### config.mk
export PLATFORM = sky130hd
export DESIGN_NAME = exec_core
export DESIGN_NICKNAME = d
export VERILOG_FILES = /design/src/ooo_pkg.sv /design/src/alu_unit.sv /design/src/mul_unit.sv /design/src/rob.sv /design/src/exec_core.sv
export SDC_FILE = /design/constraint.sdc
export NUM_CORES = 2
export LEC_CHECK = 0
export BUFFER_PORTS_ARGS = -buffer_cell sky130_fd_sc_hd__buf_2
export CAP_MARGIN = 25
export CELL_PAD_IN_SITES_DETAIL_PLACEMENT = 0
export CELL_PAD_IN_SITES_GLOBAL_PLACEMENT = 1
export CORE_AREA = 2 2 497 375
export CTS_CLUSTER_SIZE = 14
export DETAILED_ROUTE_END_ITERATION = 10
export DIE_AREA = 0 0 499 377
export PLACE_DENSITY_LB_ADDON = 0.12
export SYNTH_ARGS = -nofsm -noshare
export SYNTH_HDL_FRONTEND = slang
export SYNTH_SLANG_ARGS = --single-unit
### constraint.sdc
create_clock -name clk -period 14.9 [get_ports clk]
set_clock_uncertainty 0.1 [all_clocks]
set_input_delay 2.235 -clock clk [delete_from_list [all_inputs] [get_ports clk]]
set_output_delay 2.235 -clock clk [all_outputs]
set_load 0.05 [all_outputs]
### src/ooo_pkg.sv
package ooo_pkg;

    // reorder buffer size
    localparam int ROB_DEPTH = 16;

    // multiplier pipeline depth
    localparam int MUL_STAGES = 3;

    // data and register widths
    typedef logic [31:0] word_t;
    typedef logic [63:0] prod_t;
    typedef logic [4:0]  reg_addr_t;

    // rob slot index
    typedef logic [$clog2(ROB_DEPTH)-1:0] rob_idx_t;
    // occupancy, one bit wider so a full buffer is representable
    typedef logic [$clog2(ROB_DEPTH):0]   rob_cnt_t;

    // target execution unit
    typedef enum logic {
        UNIT_ALU = 1'b0,
        UNIT_MUL = 1'b1
    } unit_t;

    // alu op codes
    typedef enum logic [2:0] {
        ALU_ADD = 3'd0,
        ALU_SUB = 3'd1,
        ALU_AND = 3'd2,
        ALU_OR  = 3'd3,
        ALU_XOR = 3'd4,
        ALU_SLL = 3'd5,
        ALU_SRL = 3'd6,
        ALU_SLT = 3'd7
    } alu_op_t;

    // multiplier reuses the op field
    localparam alu_op_t MUL_LO  = alu_op_t'(3'd0);
    localparam alu_op_t MUL_HIU = alu_op_t'(3'd1);

    // per slot state
    typedef enum logic [1:0] {
        ST_EMPTY = 2'd0,
        ST_WAIT  = 2'd1,
        ST_DONE  = 2'd2
    } entry_status_t;

    // front end to rob
    typedef struct packed {
        unit_t     unit;
        alu_op_t   op;
        reg_addr_t rd_addr;
        word_t     src_a;
        word_t     src_b;
    } dispatch_t;

    // rob to execution units
    typedef struct packed {
        rob_idx_t rob_idx;
        alu_op_t  op;
        word_t    src_a;
        word_t    src_b;
    } issue_t;

    // one result channel
    typedef struct packed {
        logic     valid;
        rob_idx_t rob_idx;
        word_t    data;
    } cdb_t;

    // retirement record
    typedef struct packed {
        rob_idx_t  rob_idx;
        reg_addr_t rd_addr;
        word_t     rd_data;
    } commit_t;

endpackage

### src/alu_unit.sv
`timescale 1ns/1ns

module alu_unit (
    input  logic            clk,
    input  logic            rst_i,
    input  logic            issue_valid_i,
    input  ooo_pkg::issue_t issue_i,
    output ooo_pkg::cdb_t   cdb_o
);

    import ooo_pkg::*;

    word_t    result;
    logic [4:0] shamt;

    // only low five bits of b shift
    assign shamt = issue_i.src_b[4:0];

    always_comb begin
        result = '0;
        case (issue_i.op)
            ALU_ADD: result = issue_i.src_a + issue_i.src_b;
            ALU_SUB: result = issue_i.src_a - issue_i.src_b;
            ALU_AND: result = issue_i.src_a & issue_i.src_b;
            ALU_OR:  result = issue_i.src_a | issue_i.src_b;
            ALU_XOR: result = issue_i.src_a ^ issue_i.src_b;
            ALU_SLL: result = issue_i.src_a << shamt;
            // logical, zero fill
            ALU_SRL: result = issue_i.src_a >> shamt;
            // signed compare gives 1 or 0
            ALU_SLT: result = ($signed(issue_i.src_a) < $signed(issue_i.src_b)) ? 32'd1 : 32'd0;
            default: result = '0;
        endcase
    end

    // valid on the bus the cycle after issue
    always_ff @(posedge clk) begin
        if (rst_i) begin
            cdb_o.valid <= 1'b0;
        end else begin
            cdb_o.valid <= issue_valid_i;
        end
    end

    // result and tag
    always_ff @(posedge clk) begin
        cdb_o.rob_idx <= issue_i.rob_idx;
        cdb_o.data    <= result;
    end

endmodule

### src/mul_unit.sv
`timescale 1ns/1ns

module mul_unit (
    input  logic            clk,
    input  logic            rst_i,
    input  logic            issue_valid_i,
    input  ooo_pkg::issue_t issue_i,
    output ooo_pkg::cdb_t   cdb_o
);

    import ooo_pkg::*;

    // control that rides along with the data
    typedef struct packed {
        logic     valid;
        rob_idx_t rob_idx;
        logic     hi;
    } mul_ctrl_t;

    mul_ctrl_t ctrl_q [MUL_STAGES];

    // stage 1 operands
    word_t s1_a_q;
    word_t s1_b_q;
    // stage 2 partial products, 16x16 each
    word_t s2_ll_q;
    word_t s2_lh_q;
    word_t s2_hl_q;
    word_t s2_hh_q;
    // stage 3 full product
    prod_t s3_prod_q;
    prod_t prod_sum;

    // valid chain with tag and half select
    always_ff @(posedge clk) begin
        ctrl_q[0].rob_idx <= issue_i.rob_idx;
        ctrl_q[0].hi      <= (issue_i.op == MUL_HIU);
        for (int i = 1; i < MUL_STAGES; i++) begin
            ctrl_q[i].rob_idx <= ctrl_q[i-1].rob_idx;
            ctrl_q[i].hi      <= ctrl_q[i-1].hi;
        end
        if (rst_i) begin
            for (int i = 0; i < MUL_STAGES; i++) begin
                ctrl_q[i].valid <= 1'b0;
            end
            cdb_o.valid <= 1'b0;
        end else begin
            ctrl_q[0].valid <= issue_valid_i;
            for (int i = 1; i < MUL_STAGES; i++) begin
                ctrl_q[i].valid <= ctrl_q[i-1].valid;
            end
            cdb_o.valid <= ctrl_q[MUL_STAGES-1].valid;
        end
    end

    // shifted partial products, all unsigned
    assign prod_sum = {s2_hh_q, 32'd0}
                    + {16'd0, s2_lh_q, 16'd0}
                    + {16'd0, s2_hl_q, 16'd0}
                    + {32'd0, s2_ll_q};

    always_ff @(posedge clk) begin
        s1_a_q    <= issue_i.src_a;
        s1_b_q    <= issue_i.src_b;
        s2_ll_q   <= s1_a_q[15:0]  * s1_b_q[15:0];
        s2_lh_q   <= s1_a_q[15:0]  * s1_b_q[31:16];
        s2_hl_q   <= s1_a_q[31:16] * s1_b_q[15:0];
        s2_hh_q   <= s1_a_q[31:16] * s1_b_q[31:16];
        s3_prod_q <= prod_sum;
    end

    // bus register picks the requested half
    always_ff @(posedge clk) begin
        cdb_o.rob_idx <= ctrl_q[MUL_STAGES-1].rob_idx;
        cdb_o.data    <= ctrl_q[MUL_STAGES-1].hi ? s3_prod_q[63:32] : s3_prod_q[31:0];
    end

endmodule

### src/rob.sv
`timescale 1ns/1ns

module rob (
    input  logic              clk,
    input  logic              rst_i,

    // dispatch from front end
    input  logic              dispatch_valid_i,
    input  ooo_pkg::dispatch_t dispatch_i,
    output logic              dispatch_ready_o,

    // issue to the two units
    output logic              alu_issue_valid_o,
    output logic              mul_issue_valid_o,
    output ooo_pkg::issue_t   issue_o,

    // result channels
    input  ooo_pkg::cdb_t     alu_cdb_i,
    input  ooo_pkg::cdb_t     mul_cdb_i,

    // in-order retirement
    output logic              commit_valid_o,
    output ooo_pkg::commit_t  commit_o,
    input  logic              commit_ready_i
);

    import ooo_pkg::*;

    // slot state, reset to empty
    entry_status_t status_q [ROB_DEPTH];
    // payload per slot
    reg_addr_t     rd_tbl   [ROB_DEPTH];
    word_t         data_tbl [ROB_DEPTH];

    // circular pointers
    rob_idx_t head_q;
    rob_idx_t tail_q;
    // number of occupied slots
    rob_cnt_t count_q;

    logic rob_full;
    logic dispatch_fire;
    logic commit_fire;

    // full when every slot is taken
    assign rob_full = (count_q == rob_cnt_t'(ROB_DEPTH));

    // ready only looks at the stored count
    // so commit never feeds dispatch combinationally
    assign dispatch_ready_o = !rob_full;

    assign dispatch_fire = dispatch_valid_i && dispatch_ready_o;

    // head retires once its result has landed
    assign commit_valid_o = (status_q[head_q] == ST_DONE);
    assign commit_fire    = commit_valid_o && commit_ready_i;

    // steer to the matching unit
    assign alu_issue_valid_o = dispatch_fire && (dispatch_i.unit == UNIT_ALU);
    assign mul_issue_valid_o = dispatch_fire && (dispatch_i.unit == UNIT_MUL);

    // shared payload, tagged with the tail slot
    always_comb begin
        issue_o.rob_idx = tail_q;
        issue_o.op      = dispatch_i.op;
        issue_o.src_a   = dispatch_i.src_a;
        issue_o.src_b   = dispatch_i.src_b;
    end

    // head entry presented on the commit port
    always_comb begin
        commit_o.rob_idx = head_q;
        commit_o.rd_addr = rd_tbl[head_q];
        commit_o.rd_data = data_tbl[head_q];
    end

    // pointers and occupancy
    always_ff @(posedge clk) begin
        if (rst_i) begin
            head_q  <= '0;
            tail_q  <= '0;
            count_q <= '0;
        end else begin
            if (dispatch_fire) begin
                tail_q <= (tail_q == rob_idx_t'(ROB_DEPTH - 1)) ? '0 : tail_q + 1'b1;
            end
            if (commit_fire) begin
                head_q <= (head_q == rob_idx_t'(ROB_DEPTH - 1)) ? '0 : head_q + 1'b1;
            end
            // simultaneous dispatch and commit keep the count
            case ({dispatch_fire, commit_fire})
                2'b10:   count_q <= count_q + 1'b1;
                2'b01:   count_q <= count_q - 1'b1;
                default: count_q <= count_q;
            endcase
        end
    end

    // slot status
    // the three writers never hit the same slot in one cycle:
    // tail is empty, bus targets are waiting, head is done
    always_ff @(posedge clk) begin
        if (rst_i) begin
            for (int i = 0; i < ROB_DEPTH; i++) begin
                status_q[i] <= ST_EMPTY;
            end
        end else begin
            // retire head
            if (commit_fire) begin
                status_q[head_q] <= ST_EMPTY;
            end
            // results out of order
            if (alu_cdb_i.valid) begin
                status_q[alu_cdb_i.rob_idx] <= ST_DONE;
            end
            if (mul_cdb_i.valid) begin
                status_q[mul_cdb_i.rob_idx] <= ST_DONE;
            end
            // allocate at tail
            if (dispatch_fire) begin
                status_q[tail_q] <= ST_WAIT;
            end
        end
    end

    // destination register captured at allocation
    always_ff @(posedge clk) begin
        if (dispatch_fire) begin
            rd_tbl[tail_q] <= dispatch_i.rd_addr;
        end
    end

    // both channels may write in the same cycle
    always_ff @(posedge clk) begin
        if (alu_cdb_i.valid) begin
            data_tbl[alu_cdb_i.rob_idx] <= alu_cdb_i.data;
        end
        if (mul_cdb_i.valid) begin
            data_tbl[mul_cdb_i.rob_idx] <= mul_cdb_i.data;
        end
    end

endmodule

### src/exec_core.sv
`timescale 1ns/1ns

module exec_core (
    input  logic               clk,
    input  logic               rst_i,

    // front end side
    input  logic               dispatch_valid_i,
    input  ooo_pkg::dispatch_t dispatch_i,
    output logic               dispatch_ready_o,

    // retirement side
    output logic               commit_valid_o,
    output ooo_pkg::commit_t   commit_o,
    input  logic               commit_ready_i
);

    import ooo_pkg::*;

    // issue path, no ready since units never stall
    logic   alu_issue_valid;
    logic   mul_issue_valid;
    issue_t issue;

    // one bus channel per unit
    cdb_t   alu_cdb;
    cdb_t   mul_cdb;

    rob i_rob (
        .clk               (clk),
        .rst_i             (rst_i),
        .dispatch_valid_i  (dispatch_valid_i),
        .dispatch_i        (dispatch_i),
        .dispatch_ready_o  (dispatch_ready_o),
        .alu_issue_valid_o (alu_issue_valid),
        .mul_issue_valid_o (mul_issue_valid),
        .issue_o           (issue),
        .alu_cdb_i         (alu_cdb),
        .mul_cdb_i         (mul_cdb),
        .commit_valid_o    (commit_valid_o),
        .commit_o          (commit_o),
        .commit_ready_i    (commit_ready_i)
    );

    // single cycle
    alu_unit i_alu_unit (
        .clk           (clk),
        .rst_i         (rst_i),
        .issue_valid_i (alu_issue_valid),
        .issue_i       (issue),
        .cdb_o         (alu_cdb)
    );

    // pipelined, several in flight
    mul_unit i_mul_unit (
        .clk           (clk),
        .rst_i         (rst_i),
        .issue_valid_i (mul_issue_valid),
        .issue_i       (issue),
        .cdb_o         (mul_cdb)
    );

endmodule

==> results <==
- The half-perimeter wire length of the detailed placement result is 191,000 um.
- In the routed design, unresolved DRC markers number 0.
- After clock tree synthesis, the flow added hold-fix buffers numbering 0.
- Tracing the worst setup path back leads to its startpoint at i_mul_unit.s1_a_q[26]$_DFF_P_.
- The clock insertion delay at the later pin of the skew report is 0.78 ns.
- The clock network is responsible for 13.7% of the overall power.
- In this run the vertical extent of the chip is 377 um.
- The largest single stage delay on the critical path is 0.91 ns.
- The count of unique library cells instantiated by Yosys is 98.
- The data required time at the worst endpoint is 15.42 ns.
- The worst hold path passes through 0 cells.
- The type of the worst min-delay path is flip-flop to flip-flop.
- The number of hold violations in the final report is 0.
- Dividing the detail-routed wire length by the instance count gives 27.2 um.
- The arrival time reported for the critical path endpoint is 7.65 ns.
- The total met2 wirelength after detailed routing is 113,000 um.
- The number of slew-limit violations in the final report is 0.
- The first detailed-routing pass ran for 6 iterations.
- The parity-gate share of the synthesized area counting xor and xnor cells is 2.01%.
- Summed over its instances, the top area cell type makes up 21.6% of the synthesized netlist area.
- The global-route wire length before repair is 403,000 um.
- The final cell area excluding filler cells is 0.0886 sq mm.
- The maximum number of pins on one net before global-route repair is 118.
- The area of the die is 0.188 sq mm.
- The detailed-routed wire length on met3 is 24,000 um.
- The combinational fraction of design power is 65.4%.
- The number of nets handed over by synthesis was 8,996.
- The sequential power share is 20.9%.
- In this design, the critical path's most frequently occurring cell is fa_1.
- The portion of synthesized area spent on multiplexers is 14.1%.
- The H-tree level count is 3.
- From left edge to right edge, the die measures 499 um.
- Buffers added to address setup during post-CTS repair amount to 0.
- No sink is reached through more buffers than the 3 on the longest clock path.
- The total congestion overflow after global routing is 0.
- The sum of buffers and inverters on the critical path is 4.
- For the final routed database, the setup TNS stands at 0 ns.
- The analysis attributes to cell leakage a power of 37.7 nW.
- After clock tree synthesis, the clock-pin slew on the worst setup and hold paths is 0.06 ns.
- The count of nets left with antenna violations after detail routing is 0.
- The synthesized netlist devotes 28.3% of its cell area to adder and majority cells.
- The starting density of the core is 44.9%.
- The achievable clock frequency is 140 MHz.
- Ranked by total cell area, the synthesized netlist is headed by edfxtp_1 (22%), fa_1 (20%), dfxtp_1 (9.6%), ha_1 (8.5%), mux2_2 (7.5%).
- The family with the most delay on the worst path is adder cells.
- The count of synthesis-stage warnings from yosys is 0.
- The fraction of synthesis flops using an asynchronous set or reset pin is 0%.
- The sequential fraction of the synthesis area is 31.2%.
- The worst setup path is captured at a flip-flop.
- TritonCTS built the clock tree.
- Counting the buffers created by CTS gives 99.
- The ratio of cells with drive above 1 in the final layout is 16.4%.
- By area, the combinational part of the netlist is dominated by adder cells.
- Gates resized during post-CTS repair numbered 0.
- The top cell types in the final layout, fill and taps aside, are inv_1 (1,060), fa_1 (812), nand2_1 (708), edfxtp_1 (592), ha_1 (557).
- After detailed routing, the total wire length is 271,000 um.
- The signal on the critical path passes through buf_4 -> nand2_1 -> fa_1 -> fa_1 -> inv_1 -> fa_1 -> inv_1 -> fa_1 -> fa_1 -> fa_1 -> inv_1 -> ha_1 -> and3_1 -> o21a_1 -> o31ai_1 -> a2111oi_1 -> o21ai_0 -> a31oi_1 -> o21a_1 -> nor2_1 -> xnor2_1.
- The flop and latch count out of synthesis is 985.
- The total I/O pin count is 120.
- The cell count after synthesis is 7,550.
- In this run the critical register-to-register path is captured at i_mul_unit.s2_hl_q[25]$_DFF_P_.
- The count of port buffers added during placement is 119.
- Setup repair after global routing left no endpoint under its margin.
- The per-cell via count in the routed design is 5.76.
- The ratio of final minimum period to clock period is 47.8%.
- The critical path in this run is classified as flip-flop to flip-flop.
- Each instance of the synthesized netlist takes up on average 10.9 sq um.
- Row generation in the floorplan step produced 136 rows.
- For this run, the post-layout net count is 8,874.
- The most instantiated flip-flop cell in the synthesis netlist is edfxtp_1.
- The via count of the first global-routing pass is 58,400.
- Global routing used 29.1% of the available tracks across all layers.
- The initial antenna violation count is 21.
- After detailed placement, the total cell area comes to 0.0852 sq mm.
- The library cell with the largest summed area after synthesis is edfxtp_1.
- Of all nets on the critical path, the largest fanout is 18.
- The count of flip-flops with a built-in enable after synthesis is 592.
- VDD sags by at most 0.215 mV.
- The cell-internal power is 9.91 mW.
- The element type at the critical path start is a flip-flop.
- The clock sink count is 985.
- Max-cap violations in this run came to 0.
- The launch instance of the worst min-delay path is i_mul_unit.ctrl_q[0][9]$_DFF_P_.
- The analysis attributes to net switching a power of 9.19 mW.
- The count of vias placed by the detailed router is 57,200.
- The layout filler cell count is 16,700.
- The destination of the worst hold path is i_mul_unit.ctrl_q[0][15]$_DFF_P_.
- The number of cell instances on the worst register-to-register path is 21.
- The power per cell area is 216 mW/mm^2.
- Leaving out fill and tap cells, the most frequent cell in the layout is inv_1.
- The master cell of the clock root buffer is clkbuf_16.
- The clock period minus final worst setup slack is 7.13 ns.
- Summing the areas of all and, or, nand and nor instances in the mapped netlist gives 10.6% of the synthesized area.
- The routability-driven placement congestion ratio is 0.965.
- Headroom to the max-slew limit came out at 12.3%.
- The flow ran to the end, and the final reports show no timing, DRC or antenna violations.
- At the pin with the least slew margin, the transition time is 1.31 ns.
- The total setup violations reported at the end of the flow is 0.
- The setup slack of the most critical reg-to-reg path is 7.77 ns.
- The sum of routed wire segments on met1 is 128,000 um.
- The core area is 0.183 sq mm.
- The count of routing violations after the opening detailed-route iteration is 5,766.
- The mapped cell area is 0.0821 sq mm.
- The worst flop-to-flop path startpoint is i_mul_unit.s1_a_q[26]$_DFF_P_.
- The slowest stage of the critical path belongs to the cell a2111oi_1.
- Summing the areas of all compound-gate instances in the mapped netlist gives 6.71% of the synthesized area.
- The highest signal layer in the routed design is met4.
- The fraction of power spent switching nets is 48.1%.
- The layout-stage area growth over the synthesis result is 7.85%.
-- worst max-delay path by stage --
| stage | to | slack (ns) | depth (start not counted) |
|---|---|---|---|
| after floorplan | i_alu_unit.cdb_o[17]$_DFF_P_ | 8.74 | 17 |
| after global placement | i_alu_unit.cdb_o[20]$_DFF_P_ | 7.80 | 15 |
| after detailed placement | i_alu_unit.cdb_o[20]$_DFF_P_ | 7.69 | 15 |
| after CTS | i_mul_unit.s2_hl_q[25]$_DFF_P_ | 7.83 | 21 |
| after global routing | i_mul_unit.s2_hl_q[31]$_DFF_P_ | 7.30 | 21 |
| final | i_mul_unit.s2_hl_q[25]$_DFF_P_ | 7.77 | 21 |
-- flip-flops by register name, summed over array words and instances (netlist names), 15 cells and up, named ones only --
register              count
i_alu_unit.cdb_o         36
i_mul_unit.s3_prod_q     64
i_mul_unit.s2_hl_q       32
i_rob.rd_tbl             80
i_mul_unit.s2_lh_q       32
i_mul_unit.s1_a_q        32
i_mul_unit.s1_b_q        32
i_rob.status_q           32
i_mul_unit.s2_hh_q       32
i_rob.data_tbl          512
i_mul_unit.cdb_o         37
i_mul_unit.ctrl_q        15
i_mul_unit.s2_ll_q       32
-- metrics by stage --
stage	utilization (%)	setup WS (ns)	power [mW]	hold WS [ns]	instances
after floorplan	-	8.74	12.5	0.210	7550
after detailed placement	46.6	7.69	16.4	0.212	9740
after CTS	48.4	7.83	19.1	0.221	9928
final	48.4	7.77	19.1	0.224	9939
after global placement	46.6	7.80	16.4	0.210	9739
after global routing	48.4	7.30	20.8	0.225	9932
-- synth_stat cells (all sizes together) (21+ instances only) --
library cell	instances
o21bai	28
clkbuf	415
o21ai	167
nand2	708
mux2	550
nand3	62
ha	557
xor2	57
dfxtp	393
a21oi	285
edfxtp	592
o211ai	25
a21o	81
a211oi	40
nor3	61
inv	1065
fa	812
and2	488
mux2i	58
mux4	214
nor2	298
a31oi	36
o21a	25
o22ai	28
buf	51
xnor2	131
a222oi	21
nor2b	28
nand2b	36
-- final cells by class --
type	count	area (sq um)	area share, %
multi-input combinational	5033	51000	57.5
sequential	985	25700	29.0
inverter	1066	4000	4.52
tap	2415	3020	3.41
clock buffer	138	2680	3.03
timing repair buffer	243	1560	1.76
clock inverter	50	656	0.740
antenna	9	22.5	0.0254
-- power by group through the flow --
stage               Sequential, mW  Clock (mW)  Combinational, mW
floorplan                     3.67           0               8.83
global placement              4.03           0               12.3
detailed placement            4.03           0               12.3
CTS                           3.98        2.66               12.4
global route                  4.03        2.76               14.0
finish                        4.00        2.62               12.5
-- routing by layer --
layer | vias to the layer above | track usage, %
met1 | 29700 | 44.9
met4 | 0 | 5.77
met5 | - | 0
li1 | 25000 | -
met2 | 2261 | 42.2
met3 | 266 | 5.77
-- logic make-up after synthesis --
| family | after synthesis |
|---|---|
| and+or+nand+nor | 1797 |
| muxes | 822 |
| AOI/OAI and AO/OA | 857 |
| DFF | 985 |
| xor gates and xnor gates | 188 |
| adders and majority gates | 1369 |
| buffers and inverters | 1532 |
(Power assumes the default switching activity.)
